<file path="config.mk">
export PLATFORM = sky130hd
export DESIGN_NAME = range_monitor_top
export DESIGN_NICKNAME = d
export VERILOG_FILES = /design/src/range_pkg.sv /design/src/range_monitor_top.sv /design/src/zone_detector.sv /design/src/zone_event_collector.sv /design/src/zone_regfile.sv
export SDC_FILE = /design/constraint.sdc
export NUM_CORES = 1
export LEC_CHECK = 0
export BUFFER_PORTS_ARGS = -buffer_cell sky130_fd_sc_hd__buf_2
export CORE_UTILIZATION = 40
export CTS_CLUSTER_SIZE = 30
export DETAILED_ROUTE_END_ITERATION = 8
export GPL_ROUTABILITY_DRIVEN = 1
export PLACE_DENSITY = 0.65
export SETUP_SLACK_MARGIN = 0.02
export SYNTH_ARGS = -nofsm -noshare
export SYNTH_HDL_FRONTEND = slang
export SYNTH_HIERARCHICAL = 1
export SYNTH_SLANG_ARGS = --single-unit
</file>
<file path="constraint.sdc">
create_clock -name clk -period 4 [get_ports clk]
set_input_delay 0 -clock clk [delete_from_list [all_inputs] [get_ports clk]]
set_output_delay 0 -clock clk [all_outputs]
set_load 0.05 [all_outputs]
</file>
<file path="src/range_pkg.sv">
//****************************************************************************
// range monitor shared types
//****************************************************************************

package range_pkg;

    // sample width, fixed so the structs below have a known size
    localparam int DATA_W = 8;

    // per-zone test mode
    typedef enum logic [1:0] {
        ZONE_OFF     = 2'd0,
        ZONE_INSIDE  = 2'd1,
        ZONE_OUTSIDE = 2'd2
    } zone_mode_e;

    // one zone's window and mode
    typedef struct packed {
        logic [DATA_W-1:0] lower;
        logic [DATA_W-1:0] upper;
        zone_mode_e        mode;
    } zone_cfg_t;

    // one sample on the input stream
    typedef struct packed {
        logic              valid;
        logic [DATA_W-1:0] data;
    } sample_t;

    // APB byte offsets
    // zone i config lives at ZONE_CFG_BASE + 4*i
    localparam logic [7:0] ZONE_CFG_BASE = 8'h00;
    localparam logic [7:0] IRQ_EN_ADDR   = 8'h40;
    localparam logic [7:0] STATUS_ADDR   = 8'h44;
    localparam logic [7:0] FLAGS_ADDR    = 8'h48;

endpackage

</file>
<file path="src/range_monitor_top.sv">
//****************************************************************************
// range monitor top level
//****************************************************************************

`timescale 1ns/1ps

module range_monitor_top import range_pkg::*; #(
    parameter int ZONES = 4
) (
    input  logic             clk,
    input  logic             rst,
    input  logic             psel,
    input  logic             penable,
    input  logic             pwrite,
    input  logic [7:0]       paddr,
    input  logic [31:0]      pwdata,
    output logic [31:0]      prdata,
    input  sample_t          sample_in,
    output logic [ZONES-1:0] zone_flags,
    output logic             irq
);

    zone_cfg_t [ZONES-1:0] zone_cfg;
    logic [ZONES-1:0]      irq_en;
    logic [ZONES-1:0]      status_clr;
    logic [ZONES-1:0]      status;

    // APB registers
    zone_regfile #(
        .ZONES(ZONES)
    ) u_regfile (
        .clk        (clk),
        .rst        (rst),
        .psel       (psel),
        .penable    (penable),
        .pwrite     (pwrite),
        .paddr      (paddr),
        .pwdata     (pwdata),
        .prdata     (prdata),
        .zone_cfg   (zone_cfg),
        .irq_en     (irq_en),
        .status_clr (status_clr),
        .status     (status),
        .zone_flags (zone_flags)
    );

    // one detector per zone, all see the same sample
    for (genvar i = 0; i < ZONES; i++) begin : g_zone
        zone_detector u_detector (
            .clk       (clk),
            .rst       (rst),
            .sample_in (sample_in),
            .cfg       (zone_cfg[i]),
            .hit       (zone_flags[i])
        );
    end

    // status bits and interrupt
    zone_event_collector #(
        .ZONES(ZONES)
    ) u_collector (
        .clk        (clk),
        .rst        (rst),
        .zone_flags (zone_flags),
        .irq_en     (irq_en),
        .status_clr (status_clr),
        .status     (status),
        .irq        (irq)
    );

endmodule

</file>
<file path="src/zone_detector.sv">
//****************************************************************************
// single zone window detector
//****************************************************************************

`timescale 1ns/1ps

module zone_detector import range_pkg::*; (
    input  logic      clk,
    input  logic      rst,
    input  sample_t   sample_in,
    input  zone_cfg_t cfg,
    output logic      hit
);

    logic ge_lower;
    logic le_upper;
    logic in_win;
    logic hit_next;

    // two bound compares, lower > upper leaves the window empty
    assign ge_lower = (sample_in.data >= cfg.lower);
    assign le_upper = (sample_in.data <= cfg.upper);
    assign in_win   = ge_lower & le_upper;

    // apply zone mode
    always_comb begin
        case (cfg.mode)
            ZONE_INSIDE:  hit_next = in_win;
            ZONE_OUTSIDE: hit_next = ~in_win;
            default:      hit_next = 1'b0;
        endcase
    end

    // flag only moves on a valid sample
    always_ff @(posedge clk) begin
        if (rst) begin
            hit <= 1'b0;
        end else if (sample_in.valid) begin
            hit <= hit_next;
        end
    end

endmodule

</file>
<file path="src/zone_event_collector.sv">
//****************************************************************************
// sticky status and interrupt
//****************************************************************************

`timescale 1ns/1ps

module zone_event_collector #(
    parameter int ZONES = 4
) (
    input  logic             clk,
    input  logic             rst,
    input  logic [ZONES-1:0] zone_flags,
    input  logic [ZONES-1:0] irq_en,
    input  logic [ZONES-1:0] status_clr,
    output logic [ZONES-1:0] status,
    output logic             irq
);

    logic [ZONES-1:0] flags_q;
    logic [ZONES-1:0] flag_rise;

    // previous flags for edge detect
    always_ff @(posedge clk) begin
        if (rst) begin
            flags_q <= '0;
        end else begin
            flags_q <= zone_flags;
        end
    end

    assign flag_rise = zone_flags & ~flags_q;

    // set beats clear when both hit the same edge
    always_ff @(posedge clk) begin
        if (rst) begin
            status <= '0;
        end else begin
            status <= (status & ~status_clr) | flag_rise;
        end
    end

    // level interrupt from enabled zones
    assign irq = |(status & irq_en);

endmodule

</file>
<file path="src/zone_regfile.sv">
//****************************************************************************
// zone register block
//****************************************************************************

`timescale 1ns/1ps

module zone_regfile import range_pkg::*; #(
    parameter int ZONES = 4
) (
    input  logic                   clk,
    input  logic                   rst,
    input  logic                   psel,
    input  logic                   penable,
    input  logic                   pwrite,
    input  logic [7:0]             paddr,
    input  logic [31:0]            pwdata,
    output logic [31:0]            prdata,
    output zone_cfg_t [ZONES-1:0]  zone_cfg,
    output logic [ZONES-1:0]       irq_en,
    output logic [ZONES-1:0]       status_clr,
    input  logic [ZONES-1:0]       status,
    input  logic [ZONES-1:0]       zone_flags
);

    logic       wr_en;
    logic       rd_en;
    logic [7:0] cfg_off;
    logic [5:0] cfg_idx;
    logic       cfg_sel;

    // mode field decode, the unused code 3 falls back to off
    function automatic zone_mode_e decode_mode(input logic [1:0] raw);
        zone_mode_e mode;
        case (raw)
            2'd1:    mode = ZONE_INSIDE;
            2'd2:    mode = ZONE_OUTSIDE;
            default: mode = ZONE_OFF;
        endcase
        return mode;
    endfunction

    // access phase qualifiers
    assign wr_en = psel & penable & pwrite;
    assign rd_en = psel & penable & ~pwrite;

    // zone config window decode
    assign cfg_off = paddr - ZONE_CFG_BASE;
    assign cfg_idx = cfg_off[7:2];
    assign cfg_sel = (cfg_off[1:0] == 2'b00) && (int'(cfg_idx) < ZONES)
                     && (paddr >= ZONE_CFG_BASE);

    // zone bounds and modes
    always_ff @(posedge clk) begin
        if (rst) begin
            zone_cfg <= '0;
        end else if (wr_en && cfg_sel) begin
            for (int i = 0; i < ZONES; i++) begin
                if (int'(cfg_idx) == i) begin
                    zone_cfg[i].lower <= pwdata[7:0];
                    zone_cfg[i].upper <= pwdata[15:8];
                    zone_cfg[i].mode  <= decode_mode(pwdata[17:16]);
                end
            end
        end
    end

    // interrupt enable mask
    always_ff @(posedge clk) begin
        if (rst) begin
            irq_en <= '0;
        end else if (wr_en && paddr == IRQ_EN_ADDR) begin
            irq_en <= pwdata[ZONES-1:0];
        end
    end

    // write-one-to-clear pulse, lands on the access edge
    always_comb begin
        status_clr = '0;
        if (wr_en && paddr == STATUS_ADDR) begin
            status_clr = pwdata[ZONES-1:0];
        end
    end

    // read mux, unmapped offsets return zero
    always_comb begin
        prdata = '0;
        if (rd_en) begin
            if (cfg_sel) begin
                for (int i = 0; i < ZONES; i++) begin
                    if (int'(cfg_idx) == i) begin
                        prdata[7:0]   = zone_cfg[i].lower;
                        prdata[15:8]  = zone_cfg[i].upper;
                        prdata[17:16] = zone_cfg[i].mode;
                    end
                end
            end else if (paddr == IRQ_EN_ADDR) begin
                prdata[ZONES-1:0] = irq_en;
            end else if (paddr == STATUS_ADDR) begin
                prdata[ZONES-1:0] = status;
            end else if (paddr == FLAGS_ADDR) begin
                // live detector outputs
                prdata[ZONES-1:0] = zone_flags;
            end
        end
    end

endmodule

</file>
==> impl_metrics.json, run 1 <==
{
  "status": "finished with violations",
  "violations": "DRC, hold timing",
  "worst_pin_slew_ps": 1120,
  "dp.cells": 895,
  "peakVddDrop_mv": 0.155,
  "synth_area_leaders": "dfxtp_1 (29%), ha_1 (13%), mux2i_1 (13%), nand2b_1 (11%), inv_1 (3.9%)",
  "core_sq_um": 14700,
  "cpMostUsedCell": "buf_2",
  "drc": 3,
  "rsz0062_at_grt": "false",
  "clock_path_buffers": 2,
  "cts_tree": "yes",
  "grt_max_degree": 68,
  "gp_congestion": 0.926,
  "yosys_warnings": 6,
  "clkTransAtPathRegs_ps": 50,
  "syn_area_sq_um": 6110,
  "cp_max_fo": 14,
  "synth_edf_count": 0,
  "cap_violations": 0,
  "synth_xor_area_frac": 0,
  "dieArea_sq_um": 15800,
  "portBuffers": 62,
  "dpl.hpwl_um": 12300,
  "synth_compound_area_frac": 0.113,
  "cts.sink_count": 88,
  "synthMuxAreaShare": 0.164,
  "syn_area_per_cell_sq_um": 9.08,
  "cts_made_buffers": 9,
  "r2r_slack_ps": 2020,
  "synth_top_area_share": 0.288,
  "worst_clock_skew_ps": 9.69,
  "place_area_sq_um": 6540,
  "via_count": 5100,
  "synth_top_family_by_area": "simple AND/OR/NAND/NOR gates",
  "antenna_found_initial": 0,
  "cpPeakStageDelay_ps": 840,
  "stdcell_count": 911,
  "powerDensity_nw_per_um2": 278,
  "relSlewSlack": 0.250,
  "report.final.slew_viol_count": 0,
  "die_h_um": 126,
  "routed_wirelength_um": 16400,
  "whs_ps": -2.81,
  "ys_seq_elements": 88,
  "required_ps": 4000,
  "io_pins": 91,
  "crit_chain": "buf_2 > nor4_1 > nand4_1 > nor3_1 > buf_2",
  "post-route-period-util": 0.601,
  "grt_util_all_layers": 0.215,
  "p_total_mw": 1.90,
  "arrival_ps": 2400,
  "setup_viol": 0,
  "cts.htree.levels": 3,
  "drt_iter0_markers": 308,
  "period_minus_slack_ps": 2400,
  "critPathSlowestCell": "nand4_1",
  "cp-end-kind": "output port",
  "rows": 44,
  "clkLatencyLatePin_ps": 340,
  "synthSimpleGateAreaFrac": 0.224,
  "synth_ff_type": "dfxtp_1",
  "final_cell_mix": "nand2b_1 (105), dfxtp_1 (88), mux2i_1 (79)",
  "via_per_inst": 5.60,
  "routedWlPerCell_um": 18.0,
  "design_area_sq_um": 6820,
  "cts_root_buf": "clkbuf_16",
  "grt_pass1_wl_um": 26500,
  "fin_nets": 841,
  "synth-seq-area-share": 0.288,
  "grt_pass1_vias": 5193,
  "fill_cells": 1384,
  "syn_inst": 673,
  "final_common_cell": "nand2b_1",
  "gr-total-overflow": 0,
  "tns_ps": 0,
  "synth-async-reset-ratio": 0,
  "start_util": 0.416,
  "fp.dieW_um": 126,
  "crit_type": "in2out",
  "postRouteAntennaNets": 0,
  "yosysTopAreaCell": "dfxtp_1",
  "postCtsResizedCells": 0,
  "min_path_type": "in2reg",
  "power_leakage_nw": 2.98,
  "antenna_cells": 0,
  "drive_gt1_frac": 0.162,
  "finalHoldViolations": 1,
  "syn2layout_area_growth_pct": 11.6,
  "yosysUniqueCellTypes": 48,
  "synthAdderAreaFrac": 0.131,
  "max_freq_ghz": 0.416,
  "dr.pass1.iters": 7,
  "crit_path_start_kind": "input port"
}
-- cell usage after synthesis (5+ instances only) --
cell / instances
a221oi_1: 5
mux2i_1: 79
a2111oi_0: 5
o32ai_1: 13
a21oi_1: 16
o211ai_1: 7
nor2_1: 14
and3_1: 5
and2_1: 5
dfxtp_1: 88
nand2_1: 11
a211oi_1: 5
mux2_2: 19
nand2b_1: 105
nor3_1: 28
nor2b_1: 9
buf_4: 15
nand3_1: 8
inv_1: 63
nand4_1: 11
ha_1: 64
clkbuf_1: 25
-- logic make-up (layout without fill, tap and decap cells) --
group	Yosys count	after routing
AND/OR/NAND/NOR	224	224
buffers and inverters	110	151
multiplexers	98	98
AO/OA/AOI/OAI	88	88
flip-flops	88	88
adder cells (fa/ha/maj)	64	64
other	1	14
-- registers in the layout, summed over array words and instances, names as in the netlist --
signal	count
u_regfile/zone_cfg	72
g_zone.u_detector/hit	4
u_collector/flags_q	4
u_collector/status	4
u_regfile/irq_en	4
-- cell type report --
cell class / instances / area (sq um) / share of cell area
Sequential cell: 88 / 1760 / 0.258
Clock inverter: 2 / 16.3 / 0.00239
Tap cell: 184 / 230 / 0.0338
Inverter: 63 / 236 / 0.0347
Multi-Input combinational cell: 488 / 3930 / 0.576
Clock buffer: 13 / 250 / 0.0367
Timing Repair Buffer: 73 / 395 / 0.0580
-- worst max-delay path: cells and delay by family --
family	cells	cell delay (ps)
simple gates	3	1930
buf+inv	2	470
-- worst paths after layout --
kind                                       start                               endpoint  cells after the start
min reg2reg    u_collector/flags_q[1]$_SDFF_PP0_       u_collector/status[1]$_SDFF_PP0_                      2
max reg2reg  u_regfile/zone_cfg[16]$_SDFFE_PP0P_  g_zone[0].u_detector/hit$_SDFFE_PP0P_                      7
max                                     paddr[6]                              prdata[5]                      5
min                                    pwdata[9]     u_regfile/zone_cfg[3]$_SDFFE_PP0P_                      3
-- power by group --
part	leakage (nW)	internal (mW)	switching (mW)
registers	0.708	0.876	0.000118
logic	2.14	0.0877	0.154
clock network	0.126	0.437	0.343
total	2.98	1.40	0.497
-- what timing repair did --
action | in CTS | in global routing
hold endpoints to repair | 3 | 0
hold buffers | 1 | 0
buffers inserted | 0 | 0
-- layer usage --
layer / track usage / vias to the layer above / part of all wire / wire length [um]
li1: - / 2469 / - / -
met1: 0.266 / 2460 / 0.43 / 7070
met2: 0.373 / 144 / 0.50 / 8210
met3: 0.0308 / 27 / 0.046 / 762
met4: 0.0875 / 0 / 0.022 / 359
met5: 0 / - / 0 / 0
-- per-stage QoR --
stage	hold slack (ps)	utilization	setup slack, ps
5_1_grt	14.9	0.464	1400
6_report	-2.81	0.464	1600
2_1_floorplan	69.1	-	1810
3_3_place_gp	330	0.445	1360
4_1_cts	0.892	0.464	1630
3_5_place_dp	342	0.445	1330
Power figures use the tool's default switching activity.
==> run 2, diff against run 1 <==
--- a/config.mk
+++ b/config.mk
@@ -5,6 +5,7 @@
 export SDC_FILE = /design/constraint.sdc
 export NUM_CORES = 1
 export LEC_CHECK = 0
+export ABC_AREA = 1
 export BUFFER_PORTS_ARGS = -buffer_cell sky130_fd_sc_hd__buf_2
 export CORE_UTILIZATION = 40
 export CTS_CLUSTER_SIZE = 30
==> constraint.sdc (replaced) <==
create_clock -name clk -period 2.25 [get_ports clk]
set_input_delay 0 -clock clk [delete_from_list [all_inputs] [get_ports clk]]
set_output_delay 0 -clock clk [all_outputs]
set_load 0.05 [all_outputs]
==> impl_metrics.json, run 2 <==
{
  "fin_nets": 1126,
  "yosys_warnings": 6,
  "clkLatencyLatePin_ps": 350,
  "ys_seq_elements": 88,
  "yosysUniqueCellTypes": 29,
  "final_common_cell": "nor2_1",
  "portBuffers": 62,
  "setup_ws_ps": 476,
  "tns_ps": 0,
  "core_sq_um": 14800,
  "power_switching_uw": 962,
  "postCtsResizedCells": 0,
  "ys_top_cells_by_count": "nor2_1 (178), nand2_1 (148), inv_1 (124)",
  "via_per_inst": 5.03,
  "clock_path_buffers": 2,
  "dieArea_sq_um": 15800,
  "grt_util_all_layers": 0.232,
  "largest_reg_flops": 72,
  "cpLargestDelayFamily": "simple AND/OR/NAND/NOR gates",
  "switching_share": 0.264,
  "cts_root_buf": "clkbuf_16",
  "gp_congestion": 0.878,
  "gr-total-overflow": 0,
  "combPwrFrac": 0.123,
  "seqPwrFrac": 0.433,
  "report.final.slew_viol_count": 0,
  "synth-seq-area-share": 0.288,
  "relSlewSlack": 0.571,
  "clkTransAtPathRegs_ps": 70,
  "internal_power_mw": 2.68,
  "synth_edf_count": 0,
  "antenna_cells": 0,
  "via_count": 6015,
  "regMostFlops": "u_regfile/zone_cfg",
  "cap_violations": 0,
  "place_ws_ps": 493,
  "grt_pass1_wl_um": 28300,
  "finalHoldViolations": 0,
  "routedWlPerCell_um": 14.7,
  "crit_path_start_kind": "flip-flop",
  "start_util": 0.415,
  "max_freq_ghz": 0.564,
  "drive_gt1_frac": 0.132,
  "critPathSlowestCell": "dfxtp_1",
  "dr.pass1.iters": 5,
  "synth-async-reset-ratio": 0,
  "clockPowerShare": 0.443,
  "power_leakage_nw": 3.30,
  "drc": 0,
  "crit_type": "reg2reg",
  "synth_ff_type": "dfxtp_1",
  "final_util": 0.475,
  "cts.sink_count": 88,
  "min_path_type": "in2reg",
  "cpPeakStageDelay_ps": 370,
  "peakVddDrop_mv": 0.248,
  "worst_pin_slew_ps": 642,
  "final_cell_mix": "nor2_1 (177), nand2_1 (148), inv_1 (124)",
  "yosysTopAreaCell": "dfxtp_1",
  "synth.most_common_cell": "nor2_1",
  "io_pins": 91,
  "powerDensity_nw_per_um2": 519,
  "dpl.hpwl_um": 12500,
  "r2r_slack_ps": 480,
  "syn_area_sq_um": 6130,
  "drt_iter0_markers": 367,
  "grt_max_degree": 61,
  "arrival_ps": 2020,
  "synth_top_area_share": 0.288,
  "postRouteAntennaNets": 0,
  "fp.dieW_um": 126,
  "syn2layout_area_growth_pct": 14.5,
  "worst_clock_skew_ps": 6.07,
  "grt_pass1_vias": 5414,
  "antenna_found_initial": 0,
  "rsz0062_at_grt": "false",
  "syn_inst": 940,
  "cts_tree": "yes",
  "crit_chain": "inv_1 > ha_1 > a21o_1 > nor2_2 > nand3_1 > nand3_1 > nand2_1 > nor2_1 > nor2_1",
  "status": "complete, no violations",
  "cts_made_buffers": 9,
  "cp-end-kind": "flip-flop",
  "cp_max_fo": 3,
  "period_minus_slack_ps": 1770,
  "cts.htree.levels": 3,
  "place_area_sq_um": 6550,
  "setup_viol": 0,
  "syn_area_per_cell_sq_um": 6.52,
  "post-route-period-util": 0.789,
  "required_ps": 2500,
  "fill_cells": 1534,
  "routed_wirelength_um": 17600,
  "rows": 44,
  "cp_num_buf_inv": 1,
  "die_h_um": 126,
  "synth_area_leaders": "dfxtp_1 (29%), ha_1 (13%), nor2_1 (11%), nand2_1 (9.1%), inv_1 (7.6%)",
  "design_area_sq_um": 7020
}
run 2: cell types whose count changed after synthesis, moves of 26 or more:
cell      change
nand2b_1    -105
nand3_1      +33
nand2_1     +137
nor2_1      +164
mux2i_1      -79
o21ai_0      +86
nor2_2       +26
a21oi_1      +41
inv_1        +61
run 2: final cells by class:
type	count	area [sq um]	share of cell area
multi-input cells	683	3630	0.518
flip-flops and latches	88	1760	0.251
repair buffers	88	558	0.0795
inverters	138	522	0.0744
well taps	184	230	0.0328
clock buffers	10	229	0.0326
clock inverters	5	81.3	0.0116
run 2: what timing repair did:
item,CTS,global route
hold buffers,16,0
buffers inserted,0,0
hold endpoints to repair,56,0
run 2: worst paths after layout:
path / startpoint / endpoint / cells after the start
max: u_regfile/zone_cfg[71]$_SDFFE_PP0P_ / g_zone[3].u_detector/hit$_SDFFE_PP0P_ / 9
min: pwdata[17] / u_regfile/zone_cfg[54]$_SDFFE_PP0P_ / 4
max reg2reg: u_regfile/zone_cfg[71]$_SDFFE_PP0P_ / g_zone[3].u_detector/hit$_SDFFE_PP0P_ / 9
min reg2reg: u_collector/flags_q[2]$_SDFF_PP0_ / u_collector/status[2]$_SDFF_PP0_ / 3
run 2: routing by layer:
layer	wire length, um	vias up	track usage	share of wire
li1	-	3108	-	-
met1	8010	2733	0.307	0.46
met2	8390	153	0.387	0.48
met3	793	21	0.0255	0.045
met4	373	0	0.0921	0.021
met5	0	-	0	0
run 2: logic make-up (layout without fill, tap and decap cells):
| logic type | Yosys count | in the layout | synth area share |
|---|---|---|---|
| AO/OA/AOI/OAI | 175 | 175 | 0.150 |
| buffers and inverters | 182 | 241 | 0.128 |
| AND/OR/NAND/NOR | 430 | 430 | 0.304 |
| adder cells (fa/ha/maj) | 64 | 64 | 0.131 |
| other | 1 | 14 | 0.000612 |
| flip-flops | 88 | 88 | 0.288 |
run 2: metrics by stage:
| step | power [mW] | std cells | hold WS, ps |
|---|---|---|---|
| finish | 3.64 | 1196 | 20.5 |
| global route | 3.78 | 1196 | 54.3 |
| global placement | 2.03 | 1165 | 291 |
| floorplan | 1.90 | 953 | 84.1 |
| detailed placement | 2.04 | 1165 | 297 |
| CTS | 3.67 | 1196 | 5.50 |
run 2: tightest hold or removal path: stages:
cell    delay, ps
buf_2          90
nor2_1         80
nor2_1        110
nor2_1         50
run 2: power by group through the flow:
stage	Combinational [mW]	Clock (mW)	Sequential, mW
final	0.450	1.61	1.58
after global routing	0.504	1.70	1.58
after CTS	0.451	1.64	1.58
after detailed placement	0.427	0	1.61
after global placement	0.422	0	1.61
after floorplan	0.279	0	1.62
